==> config.mk <==
export PLATFORM = sky130hd
export DESIGN_NAME = jsp_top
export DESIGN_NICKNAME = d
export VERILOG_FILES = /design/src/rtl/jsp_pkg.sv /design/src/rtl/jsp_byte_fifo.sv /design/src/rtl/jsp_rx_path.sv /design/src/rtl/jsp_tx_path.sv /design/src/rtl/jsp_uart_regs.sv /design/src/rtl/jsp_top.sv
export SDC_FILE = /design/constraint.sdc
export NUM_CORES = 1
export LEC_CHECK = 0
export BUFFER_PORTS_ARGS = -buffer_cell sky130_fd_sc_hd__buf_2
export CAP_MARGIN = 20
export CORE_MARGIN = 3
export CORE_UTILIZATION = 40
export DETAILED_ROUTE_END_ITERATION = 7
export PLACE_DENSITY = 0.59
export SLEW_MARGIN = 20
export SYNTH_ARGS = -nofsm -noshare
export SYNTH_HDL_FRONTEND = slang
export SYNTH_SLANG_ARGS = --single-unit
==> constraint.sdc <==
create_clock -name wb_clk_i -period 5.8 [get_ports wb_clk_i]
set_clock_uncertainty 0.2 [all_clocks]
set_input_delay 0.58 -clock wb_clk_i [delete_from_list [all_inputs] [get_ports wb_clk_i]]
set_output_delay 0.58 -clock wb_clk_i [all_outputs]
set_load 0.02 [all_outputs]
==> src/rtl/jsp_pkg.sv <==
// Debug-port serial channel shared definitions
// Sizes, 16550 register constants, FIFO and bus structs
// and the register word union used on both bus data paths

`default_nettype none

package jsp_pkg;

  ////////////////////////////////////////
  // Sizes
  ////////////////////////////////////////
  localparam int FIFO_DEPTH = 8;          // Entries per FIFO
  localparam int COUNT_W    = 4;          // Holds 0 .. FIFO_DEPTH

  typedef logic [7:0]         byte_t;
  typedef logic [COUNT_W-1:0] count_t;

  ////////////////////////////////////////
  // Register constants
  ////////////////////////////////////////
  localparam byte_t      LCR_8N1        = 8'h03;  // 8 data bits, no parity, 1 stop
  localparam byte_t      MSR_IDLE       = 8'hB0;  // CD, DSR, CTS high, RI low
  localparam logic [2:0] IIR_NONE       = 3'b001;
  localparam logic [2:0] IIR_THRE       = 3'b010; // Transmit holding empty
  localparam logic [2:0] IIR_RDA        = 3'b100; // Receive data available
  localparam int         DLAB_BIT       = 7;
  localparam int         FCR_RX_RST_BIT = 1;
  localparam int         FCR_TX_RST_BIT = 2;

  // One FIFO operation, push or pop when en
  typedef struct packed {
    logic en;
    logic push;                           // 1 push, 0 pop
  } fifo_cmd_t;

  // FIFO occupancy
  typedef struct packed {
    count_t avail;
    count_t free;
  } fifo_stat_t;

  // Wishbone slave request, only address bit 2 is decoded
  typedef struct packed {
    logic        cyc;
    logic        stb;
    logic        we;
    logic        adr2;
    logic [3:0]  sel;
    logic [31:0] dat;
  } wb_req_t;

  ////////////////////////////////////////
  // Register words
  ////////////////////////////////////////
  typedef struct packed {
    byte_t fifo;                          // RBR / THR
    byte_t ier;
    byte_t iir_fcr;                       // IIR on read, FCR on write
    byte_t lcr;
  } lo_word_t;

  typedef struct packed {
    byte_t mcr;
    byte_t lsr;
    byte_t msr;
    byte_t scr;
  } hi_word_t;

  // Same bus word, decoded by adr2
  typedef union packed {
    lo_word_t lo;
    hi_word_t hi;
  } bus_word_u;

endpackage

`default_nettype wire

==> src/rtl/jsp_byte_fifo.sv <==
// Byte FIFO for the debug-port channel
// Circular buffer with a shared push/pop enable,
// head output and avail/free occupancy counts

`default_nettype none

module jsp_byte_fifo (
  input  wire                 wb_clk_i,
  input  wire                 rst_i,
  input  wire                 clr_i,      // FCR clear pulse
  input  jsp_pkg::fifo_cmd_t  cmd_i,
  input  jsp_pkg::byte_t      wdata_i,
  output jsp_pkg::byte_t      rdata_o,    // Head entry
  output jsp_pkg::fifo_stat_t stat_o
);

  jsp_pkg::byte_t             mem [jsp_pkg::FIFO_DEPTH];
  logic [jsp_pkg::COUNT_W-2:0] wr_ptr;   // Wraps at FIFO_DEPTH
  logic [jsp_pkg::COUNT_W-2:0] rd_ptr;
  jsp_pkg::count_t            count;
  logic                       full;
  logic                       empty;
  logic                       do_push;
  logic                       do_pop;

  assign full    = (count == jsp_pkg::count_t'(jsp_pkg::FIFO_DEPTH));
  assign empty   = (count == '0);
  assign do_push = cmd_i.en &  cmd_i.push & ~full;  // Push when full is dropped
  assign do_pop  = cmd_i.en & ~cmd_i.push & ~empty; // Pop when empty is ignored

  // Pointers and count, FCR clear acts like reset here
  always_ff @(posedge wb_clk_i or posedge rst_i) begin
    if (rst_i) begin
      wr_ptr <= '0;
      rd_ptr <= '0;
      count  <= '0;
    end else if (clr_i) begin
      wr_ptr <= '0;
      rd_ptr <= '0;
      count  <= '0;
    end else if (do_push) begin
      wr_ptr <= wr_ptr + 1'b1;
      count  <= count + 1'b1;
    end else if (do_pop) begin
      rd_ptr <= rd_ptr + 1'b1;
      count  <= count - 1'b1;
    end
  end

  // Storage
  always_ff @(posedge wb_clk_i) begin
    if (do_push) begin
      mem[wr_ptr] <= wdata_i;
    end
  end

  assign rdata_o      = mem[rd_ptr];
  assign stat_o.avail = count;
  assign stat_o.free  = jsp_pkg::count_t'(jsp_pkg::FIFO_DEPTH) - count;

endmodule

`default_nettype wire

==> src/rtl/jsp_rx_path.sv <==
// Debug-to-bus receive path
// Latches bytes written by the debug host and interleaves
// their receive FIFO pushes with pops for bus reads

`default_nettype none

module jsp_rx_path (
  input  wire                wb_clk_i,
  input  wire                rst_i,
  input  jsp_pkg::byte_t     data_i,      // Debug write byte
  input  wire                wr_strobe_i,
  input  wire                bus_rd_i,    // FIFO lane read request
  output jsp_pkg::fifo_cmd_t rx_cmd_o,
  output jsp_pkg::byte_t     rx_wdata_o,
  output logic               rd_ack_o
);

  typedef enum logic [1:0] {
    RX_IDLE,
    RX_PUSH,
    RX_POP
  } rx_state_e;

  rx_state_e      state_q;
  rx_state_e      state_d;
  jsp_pkg::byte_t byte_q;                  // Latched debug byte
  logic           pend_q;                  // Byte waits for a push

  ////////////////////////////////////////
  // Debug write capture
  ////////////////////////////////////////
  always_ff @(posedge wb_clk_i) begin
    if (wr_strobe_i) begin
      byte_q <= data_i;
    end
  end

  // New strobe wins over the clear in RX_PUSH
  always_ff @(posedge wb_clk_i or posedge rst_i) begin
    if (rst_i) begin
      pend_q <= 1'b0;
    end else if (wr_strobe_i) begin
      pend_q <= 1'b1;
    end else if (state_q == RX_PUSH) begin
      pend_q <= 1'b0;
    end
  end

  ////////////////////////////////////////
  // Push/pop sequencer
  ////////////////////////////////////////
  always_ff @(posedge wb_clk_i or posedge rst_i) begin
    if (rst_i) state_q <= RX_IDLE;
    else       state_q <= state_d;
  end

  always_comb begin
    state_d = RX_IDLE;
    case (state_q)
      RX_IDLE: begin
        if (bus_rd_i)    state_d = RX_POP;   // Bus read first
        else if (pend_q) state_d = RX_PUSH;
      end
      RX_PUSH: if (bus_rd_i) state_d = RX_POP;
      RX_POP:  if (pend_q)   state_d = RX_PUSH; // Request drops after ack
      default: state_d = RX_IDLE;
    endcase
  end

  // Decoded outputs
  always_comb begin
    rx_cmd_o = '0;
    rd_ack_o = 1'b0;
    case (state_q)
      RX_PUSH: begin
        rx_cmd_o.en   = 1'b1;
        rx_cmd_o.push = 1'b1;
      end
      RX_POP: begin
        rx_cmd_o.en = 1'b1;                 // Head is on the bus this cycle
        rd_ack_o    = 1'b1;
      end
      default: ;
    endcase
  end

  assign rx_wdata_o = byte_q;

endmodule

`default_nettype wire

==> src/rtl/jsp_tx_path.sv <==
// Bus-to-debug transmit path
// Pushes bus bytes into the transmit FIFO, pops bytes the
// debug host has taken and holds the byte shown on data_o

`default_nettype none

module jsp_tx_path (
  input  wire                 wb_clk_i,
  input  wire                 rst_i,
  input  wire                 rd_strobe_i,     // Debug host took data_o
  input  wire                 debug_select_i,  // Low drains the FIFO
  input  wire                 bus_wr_i,        // FIFO lane write request
  input  jsp_pkg::byte_t      bus_byte_i,
  input  jsp_pkg::byte_t      tx_rdata_i,      // FIFO head
  input  jsp_pkg::fifo_stat_t tx_stat_i,
  output jsp_pkg::fifo_cmd_t  tx_cmd_o,
  output jsp_pkg::byte_t      tx_wdata_o,
  output logic                wr_ack_o,
  output jsp_pkg::byte_t      data_o
);

  typedef enum logic [1:0] {
    TX_IDLE,
    TX_PUSH,
    TX_POP,
    TX_LATCH
  } tx_state_e;

  tx_state_e      state_q;
  tx_state_e      state_d;
  logic           pop_pend_q;              // Read strobe not yet served
  logic           tx_empty;
  logic           pop_req;
  jsp_pkg::byte_t data_q;

  assign tx_empty = (tx_stat_i.avail == '0);
  assign pop_req  = (pop_pend_q | ~debug_select_i) & ~tx_empty;

  // Read strobe flag
  always_ff @(posedge wb_clk_i or posedge rst_i) begin
    if (rst_i) begin
      pop_pend_q <= 1'b0;
    end else if (rd_strobe_i) begin
      pop_pend_q <= 1'b1;
    end else if (state_q == TX_POP) begin
      pop_pend_q <= 1'b0;
    end
  end

  ////////////////////////////////////////
  // Push/pop/latch sequencer
  ////////////////////////////////////////
  always_ff @(posedge wb_clk_i or posedge rst_i) begin
    if (rst_i) state_q <= TX_IDLE;
    else       state_q <= state_d;
  end

  always_comb begin
    state_d = TX_IDLE;
    case (state_q)
      TX_IDLE, TX_LATCH: begin
        if (bus_wr_i)     state_d = TX_PUSH;
        else if (pop_req) state_d = TX_POP;
      end
      TX_PUSH: begin
        if (tx_empty)     state_d = TX_LATCH; // First byte becomes the head
        else if (pop_req) state_d = TX_POP;
      end
      TX_POP:  state_d = TX_LATCH;            // New head settles
      default: state_d = TX_IDLE;
    endcase
  end

  always_comb begin
    tx_cmd_o = '0;
    wr_ack_o = 1'b0;
    case (state_q)
      TX_PUSH: begin
        tx_cmd_o.en   = 1'b1;
        tx_cmd_o.push = 1'b1;
        wr_ack_o      = 1'b1;               // Acked even when full
      end
      TX_POP:  tx_cmd_o.en = 1'b1;
      default: ;
    endcase
  end

  ////////////////////////////////////////
  // Debug output byte
  ////////////////////////////////////////
  always_ff @(posedge wb_clk_i or posedge rst_i) begin
    if (rst_i) begin
      data_q <= '0;
    end else if (state_q == TX_LATCH) begin
      data_q <= tx_rdata_i;
    end
  end

  assign data_o     = data_q;
  assign tx_wdata_o = bus_byte_i;

endmodule

`default_nettype wire

==> src/rtl/jsp_uart_regs.sv <==
// 16550-style register block on the Wishbone slave port
// Decodes FIFO lane and register accesses, keeps DLAB, IER
// and the THRE arm bit, builds read data and the interrupt

`default_nettype none

module jsp_uart_regs (
  input  wire                 wb_clk_i,
  input  wire                 rst_i,
  input  jsp_pkg::wb_req_t    wb_req_i,
  input  jsp_pkg::byte_t      rx_rdata_i,   // Receive FIFO head
  input  jsp_pkg::fifo_stat_t rx_stat_i,
  input  jsp_pkg::fifo_stat_t tx_stat_i,
  input  jsp_pkg::fifo_cmd_t  tx_cmd_i,
  input  wire                 rd_ack_i,
  input  wire                 wr_ack_i,
  output logic                bus_rd_o,
  output logic                bus_wr_o,
  output jsp_pkg::byte_t      bus_byte_o,
  output logic                rx_clr_o,
  output logic                tx_clr_o,
  output jsp_pkg::bus_word_u  wb_dat_o,
  output logic                wb_ack_o,
  output logic                int_o
);

  jsp_pkg::bus_word_u wdata;               // Write data, low register view
  jsp_pkg::lo_word_t  lo_word;
  jsp_pkg::hi_word_t  hi_word;
  logic               access;
  logic               lo_sel;
  logic               fifo_lane;
  logic               reg_ack;
  logic               dlab_q;
  logic [1:0]         ier_q;
  logic               arm_q;               // THRE interrupt armed
  logic               rx_not_empty;
  logic               tx_not_full;
  logic               tx_becoming_empty;
  logic               fcr_wr;
  logic               iir_rd;
  logic [2:0]         iir;

  ////////////////////////////////////////
  // Request decode
  ////////////////////////////////////////
  assign wdata     = wb_req_i.dat;
  assign access    = wb_req_i.cyc & wb_req_i.stb;
  assign lo_sel    = access & ~wb_req_i.adr2;
  assign fifo_lane = ~wb_req_i.adr2 & wb_req_i.sel[3];

  assign bus_rd_o   = access & ~wb_req_i.we & fifo_lane & ~dlab_q;
  assign bus_wr_o   = access &  wb_req_i.we & fifo_lane & ~dlab_q;
  assign bus_byte_o = wdata.lo.fifo;

  // Plain registers ack at once, FIFO lane waits for the path
  assign reg_ack  = access & (|wb_req_i.sel) & (dlab_q | ~fifo_lane);
  assign wb_ack_o = reg_ack | rd_ack_i | wr_ack_i;

  assign fcr_wr   = lo_sel & wb_req_i.we & wb_req_i.sel[1];
  assign iir_rd   = lo_sel & ~wb_req_i.we & wb_req_i.sel[1];
  assign rx_clr_o = fcr_wr & wdata.lo.iir_fcr[jsp_pkg::FCR_RX_RST_BIT];
  assign tx_clr_o = fcr_wr & wdata.lo.iir_fcr[jsp_pkg::FCR_TX_RST_BIT];

  ////////////////////////////////////////
  // LCR, IER, arm bit
  ////////////////////////////////////////
  always_ff @(posedge wb_clk_i or posedge rst_i) begin
    if (rst_i) begin
      dlab_q <= 1'b0;
      ier_q  <= '0;
    end else begin
      if (lo_sel & wb_req_i.we & wb_req_i.sel[0])
        dlab_q <= wdata.lo.lcr[jsp_pkg::DLAB_BIT];
      if (lo_sel & wb_req_i.we & wb_req_i.sel[2] & ~dlab_q)
        ier_q <= wdata.lo.ier[1:0];           // Upper IER bits not kept
    end
  end

  assign rx_not_empty      = (rx_stat_i.avail != '0);
  assign tx_not_full       = (tx_stat_i.free != '0);
  // Last byte leaving the transmit FIFO
  assign tx_becoming_empty = tx_cmd_i.en & ~tx_cmd_i.push & (tx_stat_i.avail == 1);

  always_ff @(posedge wb_clk_i or posedge rst_i) begin
    if (rst_i) begin
      arm_q <= 1'b0;
    end else if (bus_wr_o | tx_becoming_empty) begin
      arm_q <= 1'b1;
    end else if (iir_rd & ~rx_not_empty) begin
      arm_q <= 1'b0;                          // IIR read acknowledges THRE
    end
  end

  // IIR priority, receive data first
  always_comb begin
    if (rx_not_empty)              iir = jsp_pkg::IIR_RDA;
    else if (arm_q & tx_not_full)  iir = jsp_pkg::IIR_THRE;
    else                           iir = jsp_pkg::IIR_NONE;
  end

  assign int_o = (rx_not_empty & ier_q[0]) | (arm_q & tx_not_full & ier_q[1]);

  ////////////////////////////////////////
  // Read data
  ////////////////////////////////////////
  assign lo_word.fifo    = rx_rdata_i;
  assign lo_word.ier     = {6'b0, ier_q};
  assign lo_word.iir_fcr = {5'b0, iir};
  assign lo_word.lcr     = {dlab_q, jsp_pkg::LCR_8N1[6:0]};

  assign hi_word.mcr = '0;                    // No modem lines
  assign hi_word.lsr = {1'b0, tx_not_full, tx_not_full, 4'b0000, rx_not_empty};
  assign hi_word.msr = jsp_pkg::MSR_IDLE;
  assign hi_word.scr = '0;

  always_comb begin
    if (wb_req_i.adr2) wb_dat_o.hi = hi_word;
    else               wb_dat_o.lo = lo_word;
  end

endmodule

`default_nettype wire

==> src/rtl/jsp_top.sv <==
// Debug-port serial channel top level
// 16550-like Wishbone slave in front of two byte FIFOs
// that connect to a debug host byte port

`default_nettype none

module jsp_top (
  input  wire                wb_clk_i,
  input  wire                rst_i,
  // Debug side
  input  jsp_pkg::byte_t     data_i,
  input  wire                wr_strobe_i,
  input  wire                rd_strobe_i,
  input  wire                debug_select_i,
  output jsp_pkg::byte_t     data_o,
  output jsp_pkg::count_t    bytes_free_o,       // Receive FIFO space
  output jsp_pkg::count_t    bytes_available_o,  // Transmit FIFO fill
  // Bus side
  input  jsp_pkg::wb_req_t   wb_req_i,
  output jsp_pkg::bus_word_u wb_dat_o,
  output logic               wb_ack_o,
  output logic               int_o
);

  jsp_pkg::fifo_cmd_t  rx_cmd;
  jsp_pkg::fifo_cmd_t  tx_cmd;
  jsp_pkg::byte_t      rx_wdata;
  jsp_pkg::byte_t      tx_wdata;
  jsp_pkg::byte_t      rx_rdata;
  jsp_pkg::byte_t      tx_rdata;
  jsp_pkg::fifo_stat_t rx_stat;
  jsp_pkg::fifo_stat_t tx_stat;
  jsp_pkg::byte_t      bus_byte;
  logic                bus_rd;
  logic                bus_wr;
  logic                rd_ack;
  logic                wr_ack;
  logic                rx_clr;
  logic                tx_clr;

  ////////////////////////////////////////
  // Receive side, debug to bus
  ////////////////////////////////////////
  jsp_rx_path rx_path_i (
    .wb_clk_i, .rst_i, .data_i, .wr_strobe_i,
    .bus_rd_i(bus_rd), .rx_cmd_o(rx_cmd), .rx_wdata_o(rx_wdata), .rd_ack_o(rd_ack)
  );

  jsp_byte_fifo rx_fifo (
    .wb_clk_i, .rst_i, .clr_i(rx_clr), .cmd_i(rx_cmd), .wdata_i(rx_wdata),
    .rdata_o(rx_rdata), .stat_o(rx_stat)
  );

  // Transmit side, bus to debug
  jsp_tx_path tx_path_i (
    .wb_clk_i, .rst_i, .rd_strobe_i, .debug_select_i,
    .bus_wr_i(bus_wr), .bus_byte_i(bus_byte), .tx_rdata_i(tx_rdata), .tx_stat_i(tx_stat),
    .tx_cmd_o(tx_cmd), .tx_wdata_o(tx_wdata), .wr_ack_o(wr_ack), .data_o
  );

  jsp_byte_fifo tx_fifo (
    .wb_clk_i, .rst_i, .clr_i(tx_clr), .cmd_i(tx_cmd), .wdata_i(tx_wdata),
    .rdata_o(tx_rdata), .stat_o(tx_stat)
  );

  // Register block
  jsp_uart_regs regs_i (
    .wb_clk_i, .rst_i, .wb_req_i,
    .rx_rdata_i(rx_rdata), .rx_stat_i(rx_stat), .tx_stat_i(tx_stat), .tx_cmd_i(tx_cmd),
    .rd_ack_i(rd_ack), .wr_ack_i(wr_ack),
    .bus_rd_o(bus_rd), .bus_wr_o(bus_wr), .bus_byte_o(bus_byte),
    .rx_clr_o(rx_clr), .tx_clr_o(tx_clr), .wb_dat_o, .wb_ack_o, .int_o
  );

  assign bytes_free_o      = rx_stat.free;
  assign bytes_available_o = tx_stat.avail;

endmodule

`default_nettype wire

-- Word-level counts from Yosys, hierarchy flattened
Memory sizes are Yosys's and may differ from the RTL's. A register that Yosys moved wholly into a read port is not among the register bits.
Index checks and enable logic that the tools add are counted.
- word-level logic and storage cells: 151
- memories kept: 2
- register bits: 38
- output and inout port bits: 50
- bits in writable memories: 128
- input bits: 53
- memories (name ; depth ; bits a word ; rd ports ; clocked after memory_dff ; write ports ; RTL line ; RTL):
    rx_fifo.mem ; 8 ; 8 ; 1 ; 0 ; 1 ; jsp_byte_fifo.sv:17 ; jsp_pkg::byte_t mem [jsp_pkg::FIFO_DEPTH];
    tx_fifo.mem ; 8 ; 8 ; 1 ; 1 ; 1 ; jsp_byte_fifo.sv:17 ;
- reduce and logical (&&, ||, !) cells: 21
- equal/unequal tests: 10
- bitwise gates (word level): 52
- add/sub/neg operators: 10
- multiplexer cells: 42
- operators by type and width (cell ; number):
    1-bit AND ; 34
    3-bit two-way mux ; 11
    32-bit two-way mux ; 1
    4-bit two-way mux ; 6
    1-bit two-way mux ; 16
    2-bit nonzero test ; 7
    3-bit by 1-bit adder with 3-bit output, second input constant ; 4
    2-bit two-way mux ; 6
    1-bit inverter ; 12
    2-bit one-hot mux with 3 select lines ; 2
    4-bit by 1-bit adder with 4-bit output, second input constant ; 2
    4-bit == test, second input constant ; 2
    4-bit zero test ; 2
    4-bit nonzero test ; 2
    4-bit by 1-bit subtractor with 4-bit output, second input constant ; 2
    4-bit subtractor, first input constant ; 2
    2-bit == test, second input constant ; 3
    1-bit bitwise OR ; 6
    3-bit nonzero test ; 2
    2-bit OR reduction ; 3
    2-bit by 1-bit == test with 1-bit output, second input constant ; 2
    4-bit by 1-bit == test with 1-bit output, second input constant ; 1
    2-bit zero test ; 2
    2-bit by 1-bit != test with 1-bit output, second input constant ; 2
    2 further kinds ; 3

-- Logic depth before layout (Yosys ltp)
Gate-level depths: netlist (run 1).
- depth after elaboration: 8
- gate-level depth with buffers: 11
- gate-level depth less buffers: 11

-- Modules after synthesis
A second synthesis (run 1) with hierarchy kept.
- cell total of the unflattened synthesis: 489
- area, all modules: 7957.6 µm²
- modules (own cells, without submodules) (module ; area each (µm²) ; times used ; cells an instance):
    jsp_byte_fifo ; 3180.6 ; 2 ; 172
    jsp_uart_regs ; 604.3 ; 1 ; 74
    jsp_tx_path ; 574.3 ; 1 ; 47
    jsp_rx_path ; 417.9 ; 1 ; 24

-- Least setup slack after synthesis (run 1)
OpenSTA, ideal clock, no wires.
- path kind: reg-to-reg
- from: register tx_fifo.count[0]
- to: memory tx_fifo.mem[0][0] (netlist bit) (enable)
- path buffers: 0
- required time: 5205 ps
- clock period less this slack: 2794 ps
- slack: 3006 ps
- arrival: 2199 ps
- cell stages (with the launch flop): 7
- cell sequence: dfrtp_1 inv_1 ha_1 and2b_2 nand2_1 nand2_1 nor4_1
- longest elaborated chain between the ends: 5
- ends and longest elaborated chain (element ; RTL line ; RTL):
    start: declaration ; jsp_byte_fifo.sv:20 ; jsp_pkg::count_t count;
    start signal: assignment ; jsp_byte_fifo.sv:43 ; count <= count + 1'b1;
    start signal: assignment ; jsp_byte_fifo.sv:46 ; count <= count - 1'b1;
    4-bit == test ; jsp_byte_fifo.sv:26 ; assign full = (count == jsp_pkg::count_t'(jsp_pkg::FIFO_DEPTH));
    1-bit inverter ; jsp_byte_fifo.sv:28 ; assign do_push = cmd_i.en & cmd_i.push & ~full;
    1-bit AND ; jsp_byte_fifo.sv:28 ;
    1-bit two-way mux ; jsp_byte_fifo.sv:52 ; if (do_push) begin
    1-bit two-way mux (not written as such) ; jsp_byte_fifo.sv:53 ; mem[wr_ptr] <= wdata_i;
    end: declaration ; jsp_byte_fifo.sv:17 ;
No other way between the ends.

-- Worst setup path after layout (run 1)
- from: register tx_fifo.count[0]
- to: output int_o
- longest elaborated chain between the ends: 5
- ends and longest elaborated chain (element ; RTL line ; RTL):
    4-bit subtractor ; jsp_byte_fifo.sv:59 ; assign stat_o.free = jsp_pkg::count_t'(jsp_pkg::FIFO_DEPTH) - count;
    4-bit nonzero test ; jsp_uart_regs.sv:81 ; assign tx_not_full = (tx_stat_i.free != '0);
    1-bit AND (2 in a row) ; jsp_uart_regs.sv:102 ; assign int_o = (rx_not_empty & ier_q[0]) | (arm_q & tx_not_full & ier_q[1]);
    1-bit bitwise OR ; jsp_uart_regs.sv:102 ;
    end: declaration ; jsp_top.sv:22 ; output logic int_o
No other way between the ends.

==> impl_metrics.csv, run 1 <==
group,metric,value,unit
status,status,"finished, final reports clean",
global_route,antenna_found_initial,1,
sta,fmax,314.8,MHz
worst_setup_path,r2r-start,"rx_fifo.count[0]$_DFFE_PP0P_",
worst_setup_path,worstPathArrival,2.40,ns
sta,rsz0062_at_grt,"false",
sta,hold_violations,0,
drt,ant_nets,0,
job,drv_cap,0,
global_route,use_met2,22.91,%
worst_setup_path,critPathMaxFanout,8,
drt,via_per_inst,5.187,
global_route,grt_max_degree,39,
cells_and_area,fill_cells,1584,
cts,clock-sinks,174,
die,ios,103,
worst_setup_path,cp.required,5.02,ns
drt,routed-via-count,4227,
logic_synthesis,syn_inst,506,
cts,h-tree-depth,4,
sta,finalCritPeriodShare,54.77,%
worst_setup_path,cp-end-kind,"output port",
global_route,grt_usage,15.10,%
die,die_h,143.6,um
logic_synthesis,seq_area_frac_synth,66.52,%
die,start_util,41.43,%
die,placementRows,49,
cts,cts_resized,0,
pwr,ir_drop,0.0003011,V
worst_setup_path,startpoint,"tx_fifo.count[0]$_DFFE_PP0P_",
drt,drt_iter0_drc,251,
sta,tns,0,ns
logic_synthesis,yosysUniqueCellTypes,53,
cells_and_area,fin_cells,815,
min_path,min_path_type,"primary input to async pin",
cts,cts_root_buf,"clkbuf_16",
pwr,powerDensity,520.6,nW/um2
cts,ctsHoldBuffers,0,
cts,clockBufferDepth,2,
drt,drcViolationCount,0,
global_route,grt_first_pass_wirelength,23360,um
worst_setup_path,crit_path_start_kind,"flip-flop",
die,die-area,20610,um2
placement,post-dp-hpwl,9402,um
cts,clkTransAtPathRegs,0.07,ns
sta,max_slew_margin,38.17,%
logic_synthesis,syn_area_per_cell,14.96,um2
placement,io_buffers,72,
placement,place.gp.congestion,0.7567,
logic_synthesis,yosys_register_bits,174,
sta,setup_violations,0,
logic_synthesis,yosysWarnings,0,
drt,dr.pass1.iters,5,
sta,max_slew.worst_pin.slew,0.9240,ns
cts,postCtsSetupBuffers,0,
pwr,p_leak,0.003299,uW
placement,dp.cells,783,
cells_and_area,nets,641,
global_route,use_met3,4.725,%
cts,numCtsBuffers,17,
worst_setup_path,path_class,"flip-flop to output port",
logic_synthesis,synth_ff_type,"edfxtp_1",
drt,wire_per_inst,17.87,um
logic_synthesis,synthArstFlopShare,21.84,%
cells_and_area,antenna_cells,0,
sta,period_minus_slack,3.176,ns
global_route,grt_pass1_vias,4349,
sta,final-max-slew-violation-count,0,
cts,clock_latency,0.43,ns
logic_synthesis,synthesis.area,7569,um2
sta,holdWs,0.08218,ns
global_route,grtUsageMet1,21.03,%
global_route,grt-busiest-layer,"met2",
die,coreArea,18270,um2
global_route,overflow,0,
cells_and_area,drive_gt1_share,24.40,%
cells_and_area,area_delta_synth_final,14.65,%
drt,wl,14560,um
cts,tritoncts,"done",
logic_synthesis,synth-edff-count,136,
die,die_w,143.6,um
==> layer usage <==
layer / up-vias / share of wire [%]
met1: 2121 / 45
met2: 113 / 48
li1: 1977 / -
met3: 14 / 5.5
met4: 2 / 0.87
met5: - / 0.089
==> Yosys cell counts (12+ instances only) <==
cell type,count,share of area [%]
inv_1,20,0.99
buf_4,24,2.4
mux2i_1,43,5.7
dfrtp_1,38,13
a21oi_1,12,0.79
nand2_1,21,1.0
nor2_1,40,2.0
a22oi_1,16,1.6
ha_1,14,2.3
edfxtp_1,136,54
nand3_1,13,0.86
mux4_2,16,4.8
==> placed cells by master, fill, tap and decap left out, types with 2 or more instances in the layout <==
cell,synthesis,final
edfxtp_1,136,136
buf_2,6,72
mux2i_1,43,43
nor2_1,40,40
dfrtp_1,38,38
nand2_1,21,21
inv_1,20,20
clkbuf_16,0,17
a22oi_1,16,16
mux4_2,16,16
ha_1,14,14
nand3_1,13,13
a21oi_1,12,12
o21ai_0,11,11
conb_1,1,11
nand2b_1,10,10
xnor2_1,9,9
nor3_1,11,9
buf_4,24,8
xor2_1,7,7
nor2b_1,4,4
inv_6,0,4
bufinv_16,0,4
nor3b_1,3,3
and3_1,3,3
mux2_2,3,3
a21o_1,3,3
clkinvlp_4,0,3
and2_1,2,2
a22oi_2,2,2
nor4_1,2,2
nor3_2,0,2
a211oi_1,2,2
a31oi_1,2,2
==> power breakdown <==
part / total (uW) / internal, uW / switching (uW)
clock: 1220 / 741 / 481
combinational: 1480 / 632 / 846
sequential: 1820 / 1600 / 221
==> state kept, by name (all words and copies together) (netlist names), 2 cells and up <==
name,cells
tx_fifo.rd_ptr,3
rx_fifo.mem,64
tx_path_i.data_o,8
tx_fifo.count,4
rx_fifo.count,4
regs_i.ier_q,2
rx_path_i.state_q,2
tx_fifo.wr_ptr,3
rx_path_i.rx_wdata_o,8
tx_path_i.state_q,2
rx_fifo.rd_ptr,3
rx_fifo.wr_ptr,3
tx_fifo.mem,64
==> through the flow <==
step                util (%)  setup WS, ns  instance area, um2  total power [uW]
finish                 47.49         2.624                8677              4517
global route           47.49         2.427                8677              4816
CTS                    47.49         2.604                8677              4572
detailed placement     43.98         2.886                8035              3344
global placement       43.98         2.906                8035              3292
floorplan                  -         3.006                7606              2997
==> critical path: stages, from the launching register on <==
cell and delay [ns]:
dfrtp_1 0.47, inv_1 0.12, ha_1 0.28, and2b_2 0.26, o21ai_0 0.08, a21oi_1 0.08, o21ai_1 0.28, a32o_1 0.22
buf_2 0.16
==> layout make-up <==
type | instances | area (um2) | area share [%]
multi-input combinational | 280 | 2218 | 25.57
tap | 229 | 286.5 | 3.302
clock inverter | 14 | 202.7 | 2.336
timing repair buffer | 80 | 420.4 | 4.845
sequential | 174 | 5035 | 58.02
clock buffer | 18 | 439.2 | 5.061
inverter | 20 | 75.07 | 0.8652
==> final timing paths <==
| check | slack [ns] | end | cells past startpoint |
|---|---|---|---|
| min in group wb_clk_i | 0.13 | rx_path_i.rx_wdata_o[2]$_DFFE_PP_ | 1 |
| worst max register to register | 2.90 | rx_fifo.count[3]$_DFFE_PP0P_ | 11 |
| worst max-delay path | 2.62 | int_o | 8 |
| worst min register to register | 0.29 | tx_path_i.pop_pend_q$_DFFE_PP0P_ | 1 |
| max in group asynchronous | 4.92 | tx_fifo.rd_ptr[2]$_DFFE_PP0P_ | 3 |
| worst min-delay path | 0.08 | regs_i.ier_q[0]$_DFFE_PP0P_ | 3 |
==> cells by family after synthesis <==
logic type / after synthesis / synth area share, %
adder cells (fa/ha/maj): 15 / 2.579
AND/OR/NAND/NOR: 115 / 7.505
AO/OA/AOI/OAI: 61 / 5.803
flip-flops: 174 / 66.52
buffers and inverters: 62 / 4.794
XOR/XNOR: 16 / 1.852
multiplexers: 62 / 10.89
other: 1 / 0.04955
No activity file was read; power rests on OpenSTA's default activity.
==> inputs of run 2 (changes only) <==
--- a/config.mk
+++ b/config.mk
@@ -10,7 +10,7 @@
 export CORE_MARGIN = 3
 export CORE_UTILIZATION = 40
 export DETAILED_ROUTE_END_ITERATION = 7
-export PLACE_DENSITY = 0.59
+export PLACE_DENSITY = 0.61
 export SLEW_MARGIN = 20
 export SYNTH_ARGS = -nofsm -noshare
 export SYNTH_HDL_FRONTEND = slang
==> constraint.sdc (replaced) <==
create_clock -name wb_clk_i -period 2.8 [get_ports wb_clk_i]
set_clock_uncertainty 0.2 [all_clocks]
set_input_delay 0.28 -clock wb_clk_i [delete_from_list [all_inputs] [get_ports wb_clk_i]]
set_output_delay 0.28 -clock wb_clk_i [all_outputs]
set_load 0.02 [all_outputs]
==> impl_metrics.csv, run 2 (synthesis results as in run 1) <==
group,metric,value,unit
cts,clock_latency,0.43,ns
cells_and_area,antenna_cells,0,
drt,wire_per_inst,17.87,um
cts,tritoncts,"done",
cts,clock-sinks,174,
status,status,"finished, final reports clean",
drt,drt_iter0_drc,290,
sta,max_slew_margin,50.36,%
min_path,min_path_type,"primary input to flip-flop",
worst_setup_path,cp.required,2.32,ns
min_path,min_path_cells,4,
global_route,grt_pass1_vias,4597,
global_route,grt_first_pass_wirelength,24650,um
worst_setup_path,reg2reg_setup_slack,0.25,ns
cells_and_area,nets,688,
cells_and_area,final_cell_mix,"edfxtp_1, buf_2, mux2i_1",
worst_setup_path,cp-end-kind,"output port",
drt,routed-via-count,4418,
cells_and_area,top_regs,"rx_fifo.mem (64), tx_fifo.mem (64)",
sta,hold_violations,0,
global_route,grt_usage,15.96,%
die,start_util,41.43,%
cells_and_area,area_delta_synth_final,20.00,%
pwr,powerDensity,1048,nW/um2
die,die_h,143.6,um
global_route,antenna_found_initial,0,
drt,via_per_inst,5.125,
worst_setup_path,cp_cell_sequence,"inv_2 -> ha_4 -> and2b_2 -> o21ai_0 -> a21oi_2 -> o21ai_2 -> a32o_1 -> buf_2",
die,die-area,20610,um2
placement,post_dp_cell_area,8168,um2
global_route,overflow,0,
pwr,p_total,9517,uW
worst_setup_path,r2r_cells,11,
cts,clockBufferDepth,2,
cts,clkTransAtPathRegs,0.07,ns
worst_setup_path,rr_endpoint,"rx_fifo.count[3]$_DFFE_PP0P_",
die,die_w,143.6,um
cts,numCtsBuffers,17,
placement,place.gp.congestion,0.7959,
cells_and_area,drive_gt1_share,27.33,%
placement,io_buffers,72,
drt,wl,15400,um
worst_setup_path,path_class,"flip-flop to output port",
drt,drcViolationCount,0,
worst_setup_path,critPathMaxFanout,5,
worst_setup_path,worst_path_max_delay_cell,"dfrtp_2",
sta,fmax,369.1,MHz
cells_and_area,final_common_cell,"edfxtp_1",
min_path,whs_endpoint,"regs_i.arm_q$_DFFE_PP0P_",
cts,h-tree-depth,4,
placement,post-dp-hpwl,9652,um
cells_and_area,fin_util,49.71,%
sta,setup_violations,0,
pwr,p_leak,0.003521,uW
worst_setup_path,path_delay_family,"compound AO/OA/AOI/OAI gates",
sta,final-max-slew-violation-count,0,
worst_setup_path,crit_path_start_kind,"flip-flop",
drt,ant_nets,0,
cells_and_area,final_cell_area,9082,um2
sta,finalCritPeriodShare,96.76,%
cts,cts_root_buf,"clkbuf_16",
worst_setup_path,worstPathArrival,2.23,ns
worst_setup_path,r2r-start,"rx_fifo.count[1]$_DFFE_PP0P_",
job,drv_cap,0,
sta,period_minus_slack,2.709,ns
pwr,ir_drop,0.0005959,V
min_path,worstHoldStart,"wb_req_i[33]",
die,ios,103,
drt,dr.pass1.iters,5,
die,placementRows,49,
worst_setup_path,max_stage_delay,0.44,ns
sta,max_slew.worst_pin.slew,0.7431,ns
worst_setup_path,path_buf_inv,2,
global_route,grt_max_degree,39,
die,coreArea,18270,um2
## run 2: cell types whose count changed in the layout (fill, tap and decap cells not counted), sizes merged
| cell | delta |
|---|---|
| clkinvlp | -3 |
| clkinv | +2 |
| buf | +23 |
| bufinv | -1 |
| dlygate4sd3 | +24 |
| inv | +2 |
## run 2: worst reg2reg max path, delay by kind of cell (launching register included)
kind / cells / cell delay (ns)
buf+inv: 2 / 0.19
flops: 1 / 0.42
fa+ha+maj: 2 / 0.52
simple gates: 2 / 0.25
compound gates: 5 / 0.84
## run 2: timing repair
item | in CTS | in global routing
hold buffers | 24 | 0
hold endpoints to repair | 115 | 0
setup endpoints to repair | 5 | 6
buffers inserted | 0 | 4
pin swaps | 0 | 1
gates resized for setup | 3 | 9
## run 2: worst max-delay path by stage
stage	startpoint	endpoint	slack (ns)	cells past startpoint
after floorplan	tx_fifo.count[0]$_DFFE_PP0P_	tx_fifo.mem[0][0]$_DFFE_PP_	0.006	6
after global placement	rx_fifo.count[1]$_DFFE_PP0P_	rx_fifo.count[3]$_DFFE_PP0P_	0.19	11
after detailed placement	rx_fifo.count[1]$_DFFE_PP0P_	rx_fifo.count[3]$_DFFE_PP0P_	0.06	11
after CTS	tx_fifo.count[1]$_DFFE_PP0P_	int_o	0.01	8
after global routing	tx_fifo.count[0]$_DFFE_PP0P_	int_o	-0.01	8
final	tx_fifo.count[0]$_DFFE_PP0P_	int_o	0.09	8
## run 2: power by group
group          total, uW  internal [uW]  leakage (uW)  switching (uW)
registers           3720           3310       0.00168             412
clock network       2430           1420      0.000303            1010
logic               3370           1480       0.00153            1880
## run 2: metrics by stage
step | setup slack (ns) | std cells | hold WS (ns) | TNS, ns
global placement | 0.1888 | 802 | 0.2402 | 0
floorplan | 0.005925 | 516 | 0.1646 | 0
detailed placement | 0.05707 | 802 | 0.2588 | 0
finish | 0.09086 | 862 | 0.02951 | 0
global route | -0.01402 | 862 | 0.01815 | -0.01402
CTS | 0.01007 | 858 | 0.007948 | 0
## run 2: per-layer routing
| metal | wire [um] | vias up | track usage [%] |
|---|---|---|---|
| met5 | 0 | - | 0 |
| met4 | 304 | 0 | 6.293 |
| met3 | 646 | 22 | 3.794 |
| met2 | 7692 | 117 | 26.19 |
| met1 | 6758 | 2195 | 20.60 |
| li1 | - | 2084 | - |
## run 2: cell type report
class	instances	area, um2
fill	1592	9188
timing repair buffer	127	833.3
sequential	174	5037
multi-input combinational	280	2245
inverter	20	75.07
clock buffer	18	429.2
tap	229	286.5
clock inverter	14	176.4
